### config.mk
export PLATFORM = sky130hd
export DESIGN_NAME = rd_burst_ctrl
export DESIGN_NICKNAME = d
export VERILOG_FILES = /design/src/rtl/axi_rd_pkg.sv /design/src/rtl/rd_burst_ctrl.sv
export VERILOG_INCLUDE_DIRS = /design/src /design/src/rtl
export SDC_FILE = /design/constraint.sdc
export NUM_CORES = 1
export LEC_CHECK = 0
export ABC_AREA = 1
export ABC_CLOCK_PERIOD_IN_PS = 1600
export BUFFER_PORTS_ARGS = -buffer_cell sky130_fd_sc_hd__buf_2
export CORE_AREA = 2 2 39 41
export CTS_CLUSTER_SIZE = 28
export DETAILED_ROUTE_END_ITERATION = 16
export DIE_AREA = 0 0 41 43
export PLACE_DENSITY = 0.65
export SETUP_SLACK_MARGIN = 0.1
export SYNTH_ARGS = -nofsm -noshare
export SYNTH_HDL_FRONTEND = slang
export SYNTH_SLANG_ARGS = --single-unit
### constraint.sdc
create_clock -name clk -period 1.6 [get_ports clk]
set_input_delay 0.48 -clock clk [delete_from_list [all_inputs] [get_ports clk]]
set_output_delay 0.48 -clock clk [all_outputs]
set_load 0.01 [all_outputs]
### src/rtl/axi_rd_cfg.svh
`ifndef AXI_RD_CFG_SVH
`define AXI_RD_CFG_SVH

// AXI field widths
`define AXI_IDWID     4
`define AXI_DWID      64
`define AXI_EXTRAS    8

// Queue depths
`define AXI_AR_DEPTH  2
`define AXI_ID_DEPTH  8

// Slave memory size in words
`define AXI_MEM_WORDS 64

`define AXI_NPORTS    4
`define AXI_TAG_BASE  5     // Port a tag with b to d after it

`endif
### src/rtl/axi_rd_pkg.sv
`default_nettype none

`include "axi_rd_cfg.svh"

package axi_rd_pkg;

    // Original IDs and port tags share the ID field
    typedef logic [`AXI_IDWID-1:0] tag_t;

    // Word index of a byte address
    typedef logic [31-$clog2(`AXI_DWID/8):0] word_addr_t;

    typedef enum logic [1:0] {
        FIXED = 2'b00,
        INCR  = 2'b01
    } burst_e;

    typedef enum logic [1:0] {
        OKAY   = 2'b00,
        SLVERR = 2'b10
    } resp_e;

    typedef struct packed {
        tag_t                    id;
        logic [31:0]             addr;
        logic [7:0]              len;     // Beats minus one
        logic [`AXI_EXTRAS-1:0]  extras;
        burst_e                  burst;
    } ar_req_t;

    typedef struct packed {
        tag_t                    id;
        logic [`AXI_DWID-1:0]    data;
        resp_e                   resp;
        logic                    last;
    } r_beat_t;

endpackage

`default_nettype wire

### src/rtl/rd_burst_ctrl.sv
`default_nettype none
`timescale 1ns/100ps

module rd_burst_ctrl (
    input  wire                  clk,
    input  wire                  rst_n,
    input  axi_rd_pkg::ar_req_t  ar,
    input  wire                  arvalid,
    output logic                 arready,
    output logic                 rvalid,
    input  wire                  rready,
    output axi_rd_pkg::tag_t     rid,
    output logic                 burst_start,
    output logic                 beat_adv,
    input  wire                  last_beat
);

    typedef enum logic {
        IDLE  = 1'b0,
        BURST = 1'b1
    } state_t;

    state_t state;
    state_t state_nxt;

    assign arready     = (state == IDLE);
    assign rvalid      = (state == BURST);   // Beat stays up until taken
    assign burst_start = arvalid && arready;
    assign beat_adv    = rvalid && rready;

    always_comb begin
        state_nxt = state;
        case (state)
            IDLE: begin
                if (burst_start)
                    state_nxt = BURST;
            end
            BURST: begin
                if (beat_adv && last_beat)
                    state_nxt = IDLE;
            end
            default: state_nxt = IDLE;
        endcase
    end

    always_ff @(posedge clk) begin
        if (!rst_n)
            state <= IDLE;
        else
            state <= state_nxt;
    end

    // ID echoed on every beat of the burst
    always_ff @(posedge clk) begin
        if (burst_start)
            rid <= ar.id;
    end

endmodule

`default_nettype wire

== Word level (Yosys, flattened, before mapping) ==
Cells that the tools add are included.

* Add/subtract/negate cells: 0
* Divide/modulo/power cells: 0
* Reduce and logical (&&, ||, !) cells: 3
* Muxes and demuxes: 3
* Shift-type cells: 0
* Eq/ne operators: 0
* $mul: 0
* Bitwise operators: 1
* Order comparisons: 0

{| class="wikitable"
|+ Operators by type and width
! operator !! count
|-
| $logic_and A1 B1 Y1 || 3
|-
| $mux W1 || 2
|-
| $pmux W1 S2 || 1
|-
| $not A1 Y1 || 1
|}

* Memories: 0
* Bits in read-only memories: 0
* Bits in writable memories: 0
* Bits in registers: 5
* Output and inout bits: 8
* Input bits: 59
* Bits in latches: 0
* Logic and storage cells: 9

== Logic depth before layout (Yosys ltp) ==
* Word-level depth: 4
* Gate-level depth with buffers: 3
* Gate-level depth less buffers: 3

== Worst setup path before layout ==
OpenSTA, ideal clock, no wires.

* Path kind: input -> output
* From: input arvalid
* To: output burst_start
* Stages on the path: 2
* Buffers on the path: 0
* Data required time: 1120 ps
* Arrival time: 824 ps
* Setup slack: 296 ps
* Cell sequence: inv_1 -> nor2_1

* Word-level cells in the longest chain between the ends: 1

{| class="wikitable"
|+ Ends and longest elaborated chain
! what !! RTL line !! RTL
|-
| start: declaration || rd_burst_ctrl.sv:8 || <nowiki>input wire arvalid,</nowiki>
|-
| $logic_and A1 B1 Y1 || rd_burst_ctrl.sv:28 || <nowiki>assign burst_start = arvalid && arready;</nowiki>
|-
| end: declaration || rd_burst_ctrl.sv:13 || <nowiki>output logic burst_start,</nowiki>
|}

Every way passes these cells.

== Worst setup path in the final report ==
* From: register state, in the netlist rvalid
* To: output beat_adv

* Word-level cells in the longest chain between the ends: 1

{| class="wikitable"
|+ Ends and longest elaborated chain
! what !! RTL line !! RTL
|-
| start: declaration || rd_burst_ctrl.sv:23 || <nowiki>state_t state;</nowiki>
|-
| start signal: assignment || rd_burst_ctrl.sv:50 || <nowiki>state <= state_nxt;</nowiki>
|-
| $logic_and A1 B1 Y1 || rd_burst_ctrl.sv:29 || <nowiki>assign beat_adv = rvalid && rready;</nowiki>
|-
| end: declaration || rd_burst_ctrl.sv:14 || <nowiki>output logic beat_adv,</nowiki>
|}

Every way passes these cells.

==> run_results.csv <==
group,metric,value,unit
run_status,status,"finished, final reports clean",
timing,layout_worst_path_cycle_share,85.88,%
detailed_routing,initialDrtViolationCount,0,
clock_tree,cts_repair_resize_count,0,
finish,antennaDiodeCount,0,
timing,setup_viol,0,
synthesis,postSynthAreaPerCell,12.69,µm²
finish,final_nets,95,
setup_path,critPathRequiredTime,1120,ps
clock_tree,numCtsBuffers,3,
pwr,netSwitchingPower,71.60,µW
placement,place_hpwl,299.6,µm
global_route,grt_pass1_vias,156,
detailed_routing,drc,0,
synthesis,synthTopCellsByArea,"edfxtp_1, dfxtp_1, inv_1",
pwr,power_density,1077,nW/µm²
finish,syn_to_final_growth,75.35,%
floorplan,core-area,1384,µm²
worst_hold_path,hold_class,"primary input to flip-flop",
finish,layout_commonest_cell,"buf_2",
synthesis,yosysUniqueCellTypes,7,
pwr,ir_drop,0.0002660,V
setup_path,cp-start-kind,"flip-flop",
timing,relSlewSlack,89.81,%
finish,drive_above_1_share,60.00,%
pwr,p_leak,0.1633,nW
clock_tree,tritoncts,"done",
timing,tightest_slew,152.7,ps
timing,fmax,727.7,MHz
detailed_routing,drtAntennaViolNets,0,
job,drv_cap,0,
synthesis,synth-seq-cells,5,
floorplan,start_util,12.84,%
placement,io_buffer_count,16,
global_route,antenna_found_initial,0,
synthesis,syn-instance-count,14,
global_route,grtUsageTotal,4.945,%
global_route,grt_max_degree,6,
finish,nFillCells,153,
placement,routabilityCongestion,0.5962,
pwr,pwr-share-clk,42.5,%
pwr,pwr-share-seq,45.7,%
global_route,grt_pass1_wl,517,µm
synthesis,synth_area,177.7,µm²
pwr,swShare,21.33,%
finish,layout_common_cells,"buf_2, inv_1, edfxtp_1",
clock_tree,clockBufferDepth,2,
detailed_routing,viasPerCell,3.078,
pwr,comb_power_share,11.8,%
synthesis,synth.yosys.warnings,0,
detailed_routing,via_count,157,
detailed_routing,detail_route.wl_per_cell,7.118,µm
floorplan,die_w,41,µm
clock_tree,cts.root.buffer_cell,"clkbuf_4",
setup_path,arrival,890,ps
clock_tree,cts_setup_buffers,0,
setup_path,path_class,"flip-flop to primary output",
floorplan,die_y,43,µm
clock_tree,clk_pin_slew,40,ps
setup_path,worst_setup_path_end_kind,"primary output",
detailed_routing,routed_wl,363,µm
synthesis,synth_top_area_share,67.61,%
pwr,p_int,264.0,µW
synthesis,synth-seq-area-share,78.87,%
timing,skew,0.1488,ps
clock_tree,clock_latency,240,ps
timing,finalHoldViolCount,0,
floorplan,dieArea,1763,µm²
floorplan,ioPinCount,67,
timing,rsz0062_at_grt,"false",
timing,setup_tns,0,ps
setup_path,path_max_fanout,5,
clock_tree,numClockSinks,5,
synthesis,synth_top_area_cell,"edfxtp_1",
synthesis,synthesis.nets,73,
clock_tree,hold_buffers,0,
clock_tree,htreeDepth,1,
timing,fin_crit,1374,ps
floorplan,rows,14,
finish,finalCoreUtilization,22.51,%
pwr,totalPowerFinal,335.6,µW
global_route,grt-ovfl-total,0,
detailed_routing,first_pass_iters,1,
timing,slew_violations,0,
-- routing by layer --
metal	part of all wire [%]	up-vias	GRT usage, %
met3	20	0	3.141
met2	42	15	5.938
met4	0	0	6.000
met1	38	58	4.902
met5	0	-	0
li1	-	84	-
-- cells in the mapped netlist (all sizes together) --
cell type / instances
edfxtp: 4
inv: 4
nor2: 3
dfxtp: 1
nand2: 1
o21ai: 1
-- critical path, stage by stage, from the launching register on --
cell     delay [ps]
dfxtp_1         380
nand2_1         100
inv_1            60
buf_2           120
-- sequential cells by signal, indices dropped and copies added (netlist names) --
signal  flops
rid         4
rvalid      1
-- final timing paths --
path	from	endpoint	slack [ps]	cells past startpoint
min reg2reg	rvalid	rvalid	580	2
max	rvalid	beat_adv	230	3
max reg2reg	rvalid	rid[0]	680	2
min	ar[50]	rid[0]	420	1
-- power by group through the flow --
stage / Combinational (mW) / Sequential [mW] / Clock (mW)
floorplan: 0.0108 / 0.160 / 0
global placement: 0.0397 / 0.156 / 0
detailed placement: 0.0406 / 0.155 / 0
CTS: 0.0407 / 0.153 / 0.151
global route: 0.0446 / 0.154 / 0.159
finish: 0.0397 / 0.153 / 0.142
-- logic make-up after synthesis --
family	synth area share [%]
compound gates	2.814
buf+inv	8.448
flops	78.88
simple gates	9.861
-- metrics by stage --
step / std cells / area, µm² / worst slack, ps / hold slack (ps)
global route: 51 / 311.5 / 133.8 / 412.1
CTS: 51 / 311.5 / 202.1 / 415.3
finish: 51 / 311.5 / 225.9 / 423.4
detailed placement: 47 / 285.3 / 249.2 / 576.5
floorplan: 14 / 177.7 / 295.6 / 578.9
global placement: 47 / 285.3 / 239.5 / 568.3
-- final cells by class --
type                       count  area (µm²)  share of cell area, %
multi-input combinational      5       22.52                  7.229
tap                           16       20.02                  6.426
clock buffer                   4       26.28                  8.434
sequential                     5       140.1                  44.98
inverter                       4       15.01                  4.819
timing repair buffer          17       87.58                  28.11
No activity file was read; power rests on OpenSTA's default activity.
