File: src/rtl/axi_rd_cfg.svh
`ifndef AXI_RD_CFG_SVH
`define AXI_RD_CFG_SVH

// AXI field widths
`define AXI_IDWID     4
`define AXI_DWID      64
`define AXI_EXTRAS    8

// Queue depths
`define AXI_AR_DEPTH  2
`define AXI_ID_DEPTH  8

// Slave memory size in words
`define AXI_MEM_WORDS 64

`define AXI_NPORTS    4
`define AXI_TAG_BASE  5     // Port a tag with b to d after it

`endif
File: src/rtl/axi_rd_pkg.sv
`default_nettype none

`include "axi_rd_cfg.svh"

package axi_rd_pkg;

    // Original IDs and port tags share the ID field
    typedef logic [`AXI_IDWID-1:0] tag_t;

    // Word index of a byte address
    typedef logic [31-$clog2(`AXI_DWID/8):0] word_addr_t;

    typedef enum logic [1:0] {
        FIXED = 2'b00,
        INCR  = 2'b01
    } burst_e;

    typedef enum logic [1:0] {
        OKAY   = 2'b00,
        SLVERR = 2'b10
    } resp_e;

    typedef struct packed {
        tag_t                    id;
        logic [31:0]             addr;
        logic [7:0]              len;     // Beats minus one
        logic [`AXI_EXTRAS-1:0]  extras;
        burst_e                  burst;
    } ar_req_t;

    typedef struct packed {
        tag_t                    id;
        logic [`AXI_DWID-1:0]    data;
        resp_e                   resp;
        logic                    last;
    } r_beat_t;

endpackage

`default_nettype wire

File: src/rtl/rd_word_mem.sv
`default_nettype none
`timescale 1ns/100ps

`include "axi_rd_cfg.svh"

module rd_word_mem (
    input  wire                                clk,
    input  wire                                we,
    input  wire [$clog2(`AXI_MEM_WORDS)-1:0]   waddr,
    input  wire [`AXI_DWID-1:0]                wdata,
    input  axi_rd_pkg::word_addr_t             raddr,
    output logic [`AXI_DWID-1:0]               rdata,
    output logic                               in_range
);

    localparam int AW = $clog2(`AXI_MEM_WORDS);

    logic [`AXI_DWID-1:0] mem [`AXI_MEM_WORDS];

    // Load port
    always_ff @(posedge clk) begin
        if (we)
            mem[waddr] <= wdata;
    end

    assign in_range = (raddr < axi_rd_pkg::word_addr_t'(`AXI_MEM_WORDS));
    assign rdata    = in_range ? mem[raddr[AW-1:0]] : '0;   // Zero past the end

endmodule

`default_nettype wire

File: config.mk
export PLATFORM = sky130hd
export DESIGN_NAME = rd_word_mem
export DESIGN_NICKNAME = d
export VERILOG_FILES = /design/src/rtl/axi_rd_pkg.sv /design/src/rtl/rd_word_mem.sv
export VERILOG_INCLUDE_DIRS = /design/src /design/src/rtl
export SDC_FILE = /design/constraint.sdc
export NUM_CORES = 2
export LEC_CHECK = 0
export BUFFER_PORTS_ARGS = -buffer_cell sky130_fd_sc_hd__buf_2
export CORE_ASPECT_RATIO = 0.9
export CORE_MARGIN = 4
export CORE_UTILIZATION = 40
export DETAILED_ROUTE_END_ITERATION = 16
export PLACE_DENSITY = 0.58
export SYNTH_ARGS = -nofsm -noshare
export SYNTH_HDL_FRONTEND = slang
export SYNTH_SLANG_ARGS = --single-unit
File: constraint.sdc
create_clock -name clk -period 10.8 [get_ports clk]
set_input_delay 1.08 -clock clk [delete_from_list [all_inputs] [get_ports clk]]
set_output_delay 1.08 -clock clk [all_outputs]
set_load 0.02 [all_outputs]
Word level (Yosys, flattened, before mapping)
Memories as Yosys holds them, arrays and structs flattened.
Index checks and enable logic that the tools add are counted.
{"block": "op_classes", "div_mod_pow": 0, "add_sub_neg": 0, "shifts": 0, "reduce_logical": 0, "eq_ne": 0, "order_cmp": 1, "n_mul": 0, "bitwise_logic": 0, "n_mux": 3}
{"operator": "64-bit 2-to-1 mux", "count": 1}
{"operator": "29-bit by 7-bit less-than comparator with 1-bit output (second input constant)", "count": 1}
{"operator": "1-bit 2-to-1 mux", "count": 2}
{"block": "word_totals", "out_inout_bits": 65, "romBits": 0, "in_bits": 101, "n_memories": 1, "regBits": 0, "ramBits": 4096, "latch_bits": 0, "wordCells": 5}
{"memory": "mem", "words": 64, "width": 64, "read_ports": 1, "rd_clocked_by_memory_dff": 0, "write_ports": 1, "line": "rd_word_mem.sv:18", "source": "logic [`AXI_DWID-1:0] mem [`AXI_MEM_WORDS];"}

Logic depth before layout (Yosys ltp)
{"block": "depth", "depth_word": 2, "ltp_mapped": 10, "ltp_nobuf": 5}

Worst setup path after synthesis
No wires, ideal clock.
{"block": "synth_timing", "path_type": "input to register", "startpoint": "in waddr[3]", "endpoint": "mem mem[48][0] (netlist name), enable pin", "cell_stages": 4, "required_ns": 10.236, "path_buffers": 1, "setup_slack_ns": 4.310, "setup_ns": 0.564, "arrival_ns": 5.926, "path_cell_list": "clkbuf_1 -> nor2b_1 -> nand4b_1 -> nor3_1"}
{"item": "from (decl)", "line": "rd_word_mem.sv:9", "source": "input wire [$clog2(`AXI_MEM_WORDS)-1:0] waddr,"}
{"item": "to (decl)", "line": "rd_word_mem.sv:18"}
Straight into the memory's write port.

Worst setup path after layout
{"block": "layout_timing", "startpoint": "in raddr[2]", "endpoint": "out rdata[5]"}
{"block": "layout_between", "elab_chain_cells": 2, "elab_cells_between_ends": 3, "cone_classes": "order compare (1); mux (1); memory (1)"}
{"item": "from (decl)", "line": "rd_word_mem.sv:11", "source": "input axi_rd_pkg::word_addr_t raddr,"}
{"item": "29-bit by 7-bit less-than comparator with 1-bit output or memory 64 x 64 bit (tied branches)"}
{"item": "64-bit 2-to-1 mux *", "line": "rd_word_mem.sv:27", "source": "assign rdata = in_range ? mem[raddr[AW-1:0]] : '0;"}
{"item": "to (decl)", "line": "rd_word_mem.sv:12", "source": "output logic [`AXI_DWID-1:0] rdata,"}
Every way passes the cells marked *; elsewhere a longest branch is shown, timed or not.

==> results.md <==
* Layout area overhead at 13.03%
* # setup viols final at 0
* Status: completed
* Remaining Overflow, GRT at 0
* HPWL after DPL at 243.1 mm
* Most frequent cell after synthesis: edfxtp_1
* Placed Area at 164600 sq um
* RSZ-0062 raised after global routing: no
* DRT Pass-1 Iters at 5
* Via count at 79297
* GRT Total Usage at 0.2292
* Post-synth EDFFs at 4096
* Final period util at 0.6059
* Fin. max-slew vios at 0
* Routed Antenna Nets at 0
* Normalized max-slew margin at 0.1015
* Most frequent cells after synthesis: 4096 x edfxtp_1, 848 x mux4_2, 503 x mux2i_1, 179 x clkbuf_1, 175 x nor2_1
* CP Max Fanout at 61
* Initial core utilization at 0.4012
* Synth warnings at 0
* Netlist Area Pre-Place at 157200 sq um
* Largest register FFs at 4096
* Placed Cells incl. Taps at 12126
* Flops & latches, synth at 4096
* Maximum clock path buffer count at 4
* Total CTS buffers at 421
* Cell area power density at 185.6 nW/um^2
* Crit path required time at 9.72 ns
* Largest cells by area after synthesis: edfxtp_1 78%, mux4_2 12%, mux2i_1 3.2%
* CTS resizes at 0
* Wire per inst at 36.39 microns
* Worst vdd ir at 0.1307 mV
* Cells after synthesis at 6996
* Largest area contributor in the netlist: edfxtp_1
* Total Neg Setup Slack at 0 ns
* TritonCTS clock tree: yes
* Syn_area_per_cell at 22.46 sq um
* Fillers at 32523
* Seq/Total Area, Yosys at 0.7826
* First-pass GRT wire length at 645.8 mm
* Clock power share at 0.421
* WS Path Type: input port to output port
* Sw frac at 0.2134
* Largest net degree at the start of global routing at 138
* Core footprint at 391700 sq um
* Post-CTS setup buffers at 0
* Buf/Inv on CP at 4
* Critical Path Stages at 8
* Final cell count without fillers at 12898
* DRC at 0
* IO Port Bufs at 165
* Cell area after layout at 177600 sq um
* Pleak at 55.85 nW
* Die Wd at 668.7 microns
* CP Cell Sequence: buf_8 -> buf_4 -> buf_4 -> mux4_2 -> mux4_2 -> o211ai_1 -> o21ai_1 -> buf_2
* Root Buffer: clkbuf_16
* Slew @ Worst Pin at 1.345 ns
* Arrival time of the worst setup path at 5.46 ns
* CP delay by family, top: buffers and inverters
* Top Registers: mem x4096
* Critical path endpoint category: output port
* Register share of total power at 0.535
* Share of layout cells above drive strength 1 at 0.2548
* GP Congestion at 0.7770
* DR iter-0 viols at 11534
* Net Sw Power at 0.007035 W
* Vias/cell at 6.148
* Clock sinks at 4096
* Cell Rows at 218
* Synth top area share at 0.7826
* Ports at 166
* Asr flop ratio synth at 0
* Slowest cell delay on critical path at 0.89 ns
* Combinational fraction of design power at 0.044
* Fmax at 0.1528 GHz
* Critical Path Source: raddr[2]
* Final hold violation count at 0
* Startpoint Class: input port
* CP Capture Point: rdata[5]
* Syn Nets at 7097
* H-Tree Depth at 5
* DIE AREA at 403000 sq um
* Routed WL at 469.3 mm
* Worst min path class: input port to register
* Die height at 602.6 microns
* Biggest register: mem
* Nets at 7480
* Post-synthesis cell type count at 52
* Final Critical Period at 6.544 ns
* Initial antenna violation count at 31
* Dominant synthesized flop cell: edfxtp_1
* CP max stage cell: buf_4
* Vias in the first global route at 78485
* Internal power at 0.02593 W
* Cts hold-fix bufs at 0
* Max-cap violations at 0
* Worst-path clk slew at 0.06 ns
-- power by group through the flow --
stage          clock network (W)  registers [W]  logic, W
6_report                  0.0139         0.0176   0.00146
3_3_place_gp                   0         0.0180   0.00143
5_1_grt                   0.0148         0.0176   0.00154
4_1_cts                   0.0141         0.0176   0.00146
2_1_floorplan                  0         0.0180  0.000856
3_5_place_dp                   0         0.0180   0.00146
-- logic make-up (layout without fill, tap and decap cells) --
family / after synthesis / in the layout / synth area share
other cells: 0 / 12 / 0
mux: 1390 / 1390 / 0.1564
simple gates: 389 / 389 / 0.01174
flops: 4096 / 4096 / 0.7826
compound gates: 701 / 701 / 0.03421
buf+inv: 420 / 1140 / 0.01506
-- worst min-delay path by stage --
stage,start,endpoint,slack [ns],cells past startpoint
after floorplan,wdata[0],mem[0][0],1.18,0
after global placement,wdata[24],mem[4][24],1.76,1
after detailed placement,wdata[63],mem[26][63],1.82,1
after CTS,wdata[33],mem[14][33],0.77,1
after global routing,wdata[24],mem[6][24],0.86,1
final,wdata[33],mem[14][33],0.83,1
-- metrics by stage --
stage               setup WS (ns)    util  hold WS (ns)  total power [W]
CTS                         4.137  0.4534        0.7679          0.03317
detailed placement          4.161  0.4201         1.821          0.01943
finish                      4.256  0.4535        0.8343          0.03296
global route                4.189  0.4535        0.8597          0.03393
floorplan                   4.310       -         1.179          0.01882
global placement            4.160  0.4200         1.763          0.01939
-- layout by cell type (no fill, tap or decap), types with 32 or more instances in the layout --
cell / count
clkbuf_1: 79
o311ai_1: 32
edfxtp_1: 4096
a221o_1: 75
mux2i_1: 503
mux2_2: 39
a21o_1: 32
o22ai_1: 36
clkinv_1: 109
buf_4: 194
or2_2: 40
a21oi_1: 94
o221ai_1: 32
mux4_2: 848
o21ai_1: 33
nor2_1: 111
nand2_1: 56
clkbuf_16: 425
o31ai_1: 38
nor2_4: 64
clkinv_2: 79
a221oi_1: 169
buf_2: 160
a22oi_1: 73
o21ai_0: 33
-- final cells by class --
class	instances	area (sq um)	area share
Timing Repair Buffer	377	2703	0.01521
Multi-Input combinational cell	2480	32360	0.1822
Sequential cell	4096	123000	0.6924
Clock inverter	256	2112	0.01189
Clock buffer	504	10930	0.06154
Antenna cell	12	30.03	0.0001691
Tap cell	5170	6469	0.03642
Inverter	3	31.28	0.0001761
-- routing by layer --
metal / track usage / up-vias / routed length [microns]
li1: - / 30768 / -
met1: 0.3217 / 43521 / 187200
met2: 0.3672 / 4201 / 223500
met3: 0.03700 / 793 / 40730
met4: 0.07534 / 14 / 17750
met5: 0 / - / 80
Note: power is estimated with default switching activity, not from simulation.
