==> config.mk <==
export PLATFORM = sky130hd
export DESIGN_NAME = rd_beat_counter
export DESIGN_NICKNAME = d
export VERILOG_FILES = /design/src/rtl/axi_rd_pkg.sv /design/src/rtl/rd_beat_counter.sv
export VERILOG_INCLUDE_DIRS = /design/src /design/src/rtl
export SDC_FILE = /design/constraint.sdc
export NUM_CORES = 1
export LEC_CHECK = 0
export BUFFER_PORTS_ARGS = -buffer_cell sky130_fd_sc_hd__buf_2
export CELL_PAD_IN_SITES_DETAIL_PLACEMENT = 0
export CELL_PAD_IN_SITES_GLOBAL_PLACEMENT = 1
export CORE_UTILIZATION = 34
export CTS_BUF_LIST = sky130_fd_sc_hd__clkbuf_2
export DETAILED_ROUTE_END_ITERATION = 7
export GPL_ROUTABILITY_DRIVEN = 0
export GPL_TIMING_DRIVEN = 0
export PLACE_DENSITY_LB_ADDON = 0.1
export SETUP_SLACK_MARGIN = 0.15
export SYNTH_ARGS = -nofsm -noshare
export SYNTH_HDL_FRONTEND = slang
export SYNTH_SLANG_ARGS = --single-unit
==> constraint.sdc <==
create_clock -name clk -period 2.1 [get_ports clk]
set_input_delay 0.42 -clock clk [delete_from_list [all_inputs] [get_ports clk]]
set_output_delay 0.42 -clock clk [all_outputs]
set_load 0.02 [all_outputs]
==> src/rtl/axi_rd_cfg.svh <==
`ifndef AXI_RD_CFG_SVH
`define AXI_RD_CFG_SVH

// AXI field widths
`define AXI_IDWID     4
`define AXI_DWID      64
`define AXI_EXTRAS    8

// Queue depths
`define AXI_AR_DEPTH  2
`define AXI_ID_DEPTH  8

// Slave memory size in words
`define AXI_MEM_WORDS 64

`define AXI_NPORTS    4
`define AXI_TAG_BASE  5     // Port a tag with b to d after it

`endif
==> src/rtl/axi_rd_pkg.sv <==
`default_nettype none

`include "axi_rd_cfg.svh"

package axi_rd_pkg;

    // Original IDs and port tags share the ID field
    typedef logic [`AXI_IDWID-1:0] tag_t;

    // Word index of a byte address
    typedef logic [31-$clog2(`AXI_DWID/8):0] word_addr_t;

    typedef enum logic [1:0] {
        FIXED = 2'b00,
        INCR  = 2'b01
    } burst_e;

    typedef enum logic [1:0] {
        OKAY   = 2'b00,
        SLVERR = 2'b10
    } resp_e;

    typedef struct packed {
        tag_t                    id;
        logic [31:0]             addr;
        logic [7:0]              len;     // Beats minus one
        logic [`AXI_EXTRAS-1:0]  extras;
        burst_e                  burst;
    } ar_req_t;

    typedef struct packed {
        tag_t                    id;
        logic [`AXI_DWID-1:0]    data;
        resp_e                   resp;
        logic                    last;
    } r_beat_t;

endpackage

`default_nettype wire

==> src/rtl/rd_beat_counter.sv <==
`default_nettype none
`timescale 1ns/100ps

`include "axi_rd_cfg.svh"

module rd_beat_counter (
    input  wire                     clk,
    input  wire                     rst_n,
    input  wire                     start,
    input  axi_rd_pkg::ar_req_t     req,
    input  wire                     adv,
    output axi_rd_pkg::word_addr_t  word_addr,
    output logic                    last_beat
);

    localparam int WORD_LSB = $clog2(`AXI_DWID / 8);

    logic [7:0] remaining;
    logic       incr;

    assign last_beat = (remaining == 8'd0);

    always_ff @(posedge clk) begin
        if (!rst_n) begin
            remaining <= 8'd0;
            incr      <= 1'b0;
        end else if (start) begin
            remaining <= req.len;
            incr      <= (req.burst == axi_rd_pkg::INCR);   // FIXED keeps the address
        end else if (adv && !last_beat) begin
            remaining <= remaining - 8'd1;
        end
    end

    always_ff @(posedge clk) begin
        if (start)
            word_addr <= req.addr[31:WORD_LSB];
        else if (adv && incr)
            word_addr <= word_addr + 1'b1;   // One word per beat
    end

endmodule

`default_nettype wire

**After elaboration in Yosys (flattened, before gate mapping)**

Cells that the tools add are included.

- Muxes and demuxes: 4
- $add $sub $neg: 2
- Equal/unequal tests: 1
- Reduce and logical (&&, ||, !) cells: 6

Operator list:

| cell | number |
|---|---|
| $mux 29 | 2 |
| $add 29x1->29 const B | 1 |
| $mux 8 | 2 |
| $logic_not 8->1 | 1 |
| $sub 8x1->8 const B | 1 |
| $reduce_bool 2->1 | 2 |
| $eq 2x1->1 const B | 1 |
| $logic_and 1x1->1 | 2 |
| $logic_not 1->1 | 1 |

- Register bits after elaboration: 38
- Logic and storage cells: 16
- Input port bits: 58

**Longest topological paths before layout**

- Depth in word-level cells: 5
- Gate-level depth with buffers: 7
- Mapped depth without buffers: 6

**Worst setup path before layout**

OpenSTA, ideal clock, no wires.

- Kind: input-to-reg
- From: input port start
- To: register word_addr[0], enable pin
- Data required time: 1714 ps
- Data arrival time: 1747 ps
- Stages: 4
- Slack: -33 ps
- Path through: clkbuf_1 > clkinv_1 > clkbuf_1 > nand2_1

- Longest elaborated chain between the ends: 1

RTL lines:

| item | line | source |
|---|---|---|
| from (decl) | rd_beat_counter.sv:9 | `input wire start,` |
| $reduce_bool 2->1 (no line) | -- |  |
| to (signal assigned) | rd_beat_counter.sv:37 | `word_addr <= req.addr[31:WORD_LSB];` |
| to (signal assigned) | rd_beat_counter.sv:39 | `word_addr <= word_addr + 1'b1;` |
| to (decl) | rd_beat_counter.sv:12 | `output axi_rd_pkg::word_addr_t word_addr,` |

No other way between the ends.
A chain may end at the register's enable or synchronous reset.

**Worst setup path after layout**

- From: register remaining[6]
- To: output port last_beat

- Longest elaborated chain between the ends: 1

RTL lines:

| item | line | source |
|---|---|---|
| from (decl) | rd_beat_counter.sv:18 | `logic [7:0] remaining;` |
| from (signal assigned) | rd_beat_counter.sv:28 | `remaining <= req.len;` |
| from (signal assigned) | rd_beat_counter.sv:31 | `remaining <= remaining - 8'd1;` |
| $logic_not 8->1 | rd_beat_counter.sv:21 | `assign last_beat = (remaining == 8'd0);` |
| to (decl) | rd_beat_counter.sv:13 | `output logic last_beat` |

No other way between the ends.

==> summary.txt <==
Total GRT Usage = 18.5%
Std-Cell Rows = 29
Setup crit end kind = primary output
die area = 7150 um^2
Final Hold Fails = 0
critical path arrival = 1.49 ns
fin cells = 418
yosys warns = 0
RSZ-0062 raised after global routing = true
Multi-input gate area = 1220 um^2
final hold slack = 0.250 ns
Tcrit/Tclk final = 91.1%
starting density of the core = 35.9%
PwrDens = 577 nW/um^2
IO Count = 88
hpwl dp = 4580 um
core area = 6460 um^2
MaxCap Viol Count = 0
Reg clk slew, reported paths = 0.20 ns
initial antenna violation count = 0
Int Power = 1.18 mW
CTS buffer count = 5
Clock Path Buffers = 2
Register-to-Register Setup Slack = 0.26 ns
Hold Path Sink = remaining[1]$_SDFFE_PN0P_
Combinational Power Share = 25.3%
clk sinks = 38
Fin Setup TNS = 0 ns
Clock power frac = 20.0%
TritonCTS clock tree = done
Flop pwr share = 54.7%
share of post-route cells with drive strength above 1 = 35.2%
worst rel slew slack = 51.7%
Slew @ Worst Pin = 0.725 ns
WL final = 6470 um
Die X = 84.6 um
DRC Markers = 4
nets = 401
HP Start = req[11]
crit start category = flop
1st-iter DRT viols = 122
ys async rst share = 0%
violated checks = DRC
Crit Path Max Fanout = 5
Worst Skew = 0.0157 ns
compound-gate portion of the synthesized area = 17.1%
Required @ worst endpoint = 1.68 ns
Via-to-Cell Ratio = 5.36
Final Critical Period = 1.91 ns
xor/xnor cell area share of the yosys netlist = 5.29%
Fillers = 683
syn_area_per_cell = 9.46 um^2
CTS H-tree lvls = 2
Worst-Skew Late Latency = 0.40 ns
Final setup violation count = 0
Netlist Area Pre-Place = 2320 um^2
Post-synth top flop = edfxtp_1
largest net degree at the start of global routing = 30
Post-synth EDFFs = 29
mux contribution to synthesized area = 1.35%
Synth Area in Simple Gates = 24.7%
first-pass GRT wire length = 10400 um
largest family of logic cells by synthesized area = simple AND/OR/NAND/NOR gates
reg2reg start = word_addr[1]$_DFFE_PP_
sw frac = 32.3%
syn nets = 306
Root Driver = clkbuf_2
maximum vdd ir drop = 267 uV
Adder-Cell Fraction of Synth Area = 1.62%
Storage cell area = 1060 um^2
synth-to-layout area growth = 30.3%
placed cells = 393
IO Port Bufs = 71
Cells after Synth = 245
Cell variety after synth = 44
FF-to-FF End = word_addr[28]$_DFFE_PP_
drt first pass iters = 8
ANT nets after route = 0
hold depth = 3
flops & latches, synth = 38
worst min-delay path class = in -> reg
vias post-DR = 2241
Die Y = 84.6 um
Slew Limit Fails = 0
gr ovfl total = 0
highest clock rate = 522 MHz
Psw = 563 uW
status = finished, violations left
Worst Reg-to-Reg Cells = 6
sequential area share after synthesis = 45.3%
# diodes = 0
leak pwr = 1.20 nW
vias in the first global route = 2043
routed len/inst = 15.5 um
Critical Setup Path Class = reg -> out
-- placed cells by master, fill, tap and decap left out, drive strengths merged, types with 2 or more instances in the layout --
master  netlist  layout
dfxtp         9       9
nor2         20      20
nor3          2       2
nand4         5       5
ha            3       3
a211oi        2       2
xor2          8       8
o21ai        18      18
edfxtp       29      29
mux2i         2       2
clkbuf       10      18
nand3        14      14
buf           4      92
o21a          2       2
nor4          2       2
xnor2         6       6
inv           8       8
o31ai        12      12
and4          4       4
and3          6       6
a31oi        15      15
nand2        28      28
o31a          2       2
nand2b        2       2
or4          13      13
a21oi         8       8
-- timing repair --
item,in CTS,in global routing
resized for setup,7,19
hold buffers,0,0
buffers inserted,3,13
pin swaps,0,4
setup endpoints to repair,45,35
cloned,0,1
-- how the worst max path moves through the flow --
stage / cells after the start / end / start
floorplan: 6 / word_addr[28]$_DFFE_PP_ / word_addr[0]$_DFFE_PP_
global placement: 4 / word_addr[8]$_DFFE_PP_ / start
detailed placement: 4 / word_addr[1]$_DFFE_PP_ / start
CTS: 3 / last_beat / remaining[3]$_SDFFE_PN0P_
global route: 3 / last_beat / remaining[6]$_SDFFE_PN0P_
finish: 3 / last_beat / remaining[6]$_SDFFE_PN0P_
-- Yosys cell counts, drive strengths merged (2+ instances only) --
cell	count	area, um^2
edfxtp	29	871
nand2	28	105
nor2	20	75.1
o21ai	18	90.1
a31oi	15	93.8
nand3	14	82.6
or4	13	97.6
o31ai	12	90.1
clkbuf	10	47.5
dfxtp	9	180
a21oi	8	40.0
inv	8	30.0
xor2	8	70.1
and3	6	38.8
xnor2	6	52.6
nand4	5	52.6
and4	4	35.0
buf	4	26.3
ha	3	37.5
a211oi	2	15.0
mux2i	2	20.0
nand2b	2	12.5
nor3	2	10.0
nor4	2	27.5
o21a	2	15.0
o31a	2	17.5
-- per-layer routing --
| metal | routed length [um] | GRT usage, % | up-vias |
|---|---|---|---|
| met5 | 0 | 0 | - |
| met4 | 65 | 5.86 | 0 |
| met3 | 334 | 4.33 | 6 |
| met2 | 3010 | 28.2 | 62 |
| met1 | 3070 | 26.1 | 1053 |
| li1 | - | - | 1120 |
-- area by class of cell --
class	count	share of cell area, %
inverter	9	1.12
multi-input combinational	184	40.4
tap	77	3.19
sequential	38	35.0
buffer	14	2.98
timing repair buffer	88	16.0
clock buffer	8	1.33
-- power by group through the flow --
stage / combinational, mW / clock (mW) / sequential [mW]
2_1_floorplan: 0.188 / 0 / 1.01
3_3_place_gp: 0.374 / 0 / 0.972
3_5_place_dp: 0.377 / 0 / 0.974
4_1_cts: 0.396 / 0.363 / 0.956
5_1_grt: 0.484 / 0.389 / 0.964
6_report: 0.440 / 0.348 / 0.954
-- state kept, by name, indices dropped and copies added, names as in the netlist --
| register | flops |
|---|---|
| word_addr | 29 |
| remaining | 8 |
| incr | 1 |
-- logic make-up (layout without fill, tap and decap cells) --
logic type	after synthesis	count (layout)
compound gates	63	63
xor+xnor	14	14
fa+ha+maj	3	3
buf+inv	23	119
flops	38	38
mux	3	3
simple gates	101	101
-- through the flow --
stage / power, mW / cell area (um^2) / util [%] / worst slack, ns
floorplan: 1.20 / 2320 / - / 0.163
global placement: 1.35 / 2770 / 42.9 / -0.420
detailed placement: 1.35 / 2770 / 42.9 / -0.435
CTS: 1.71 / 2860 / 44.2 / 0.0165
global route: 1.84 / 3020 / 46.8 / 0.0905
finish: 1.74 / 3020 / 46.8 / 0.186
-- critical path, stage by stage (launching register included) --
cell and delay, ns:
dfxtp_2 0.38, nor4_4 0.37, and3_1 0.21, buf_4 0.13
Power figures use the tool's default switching activity.
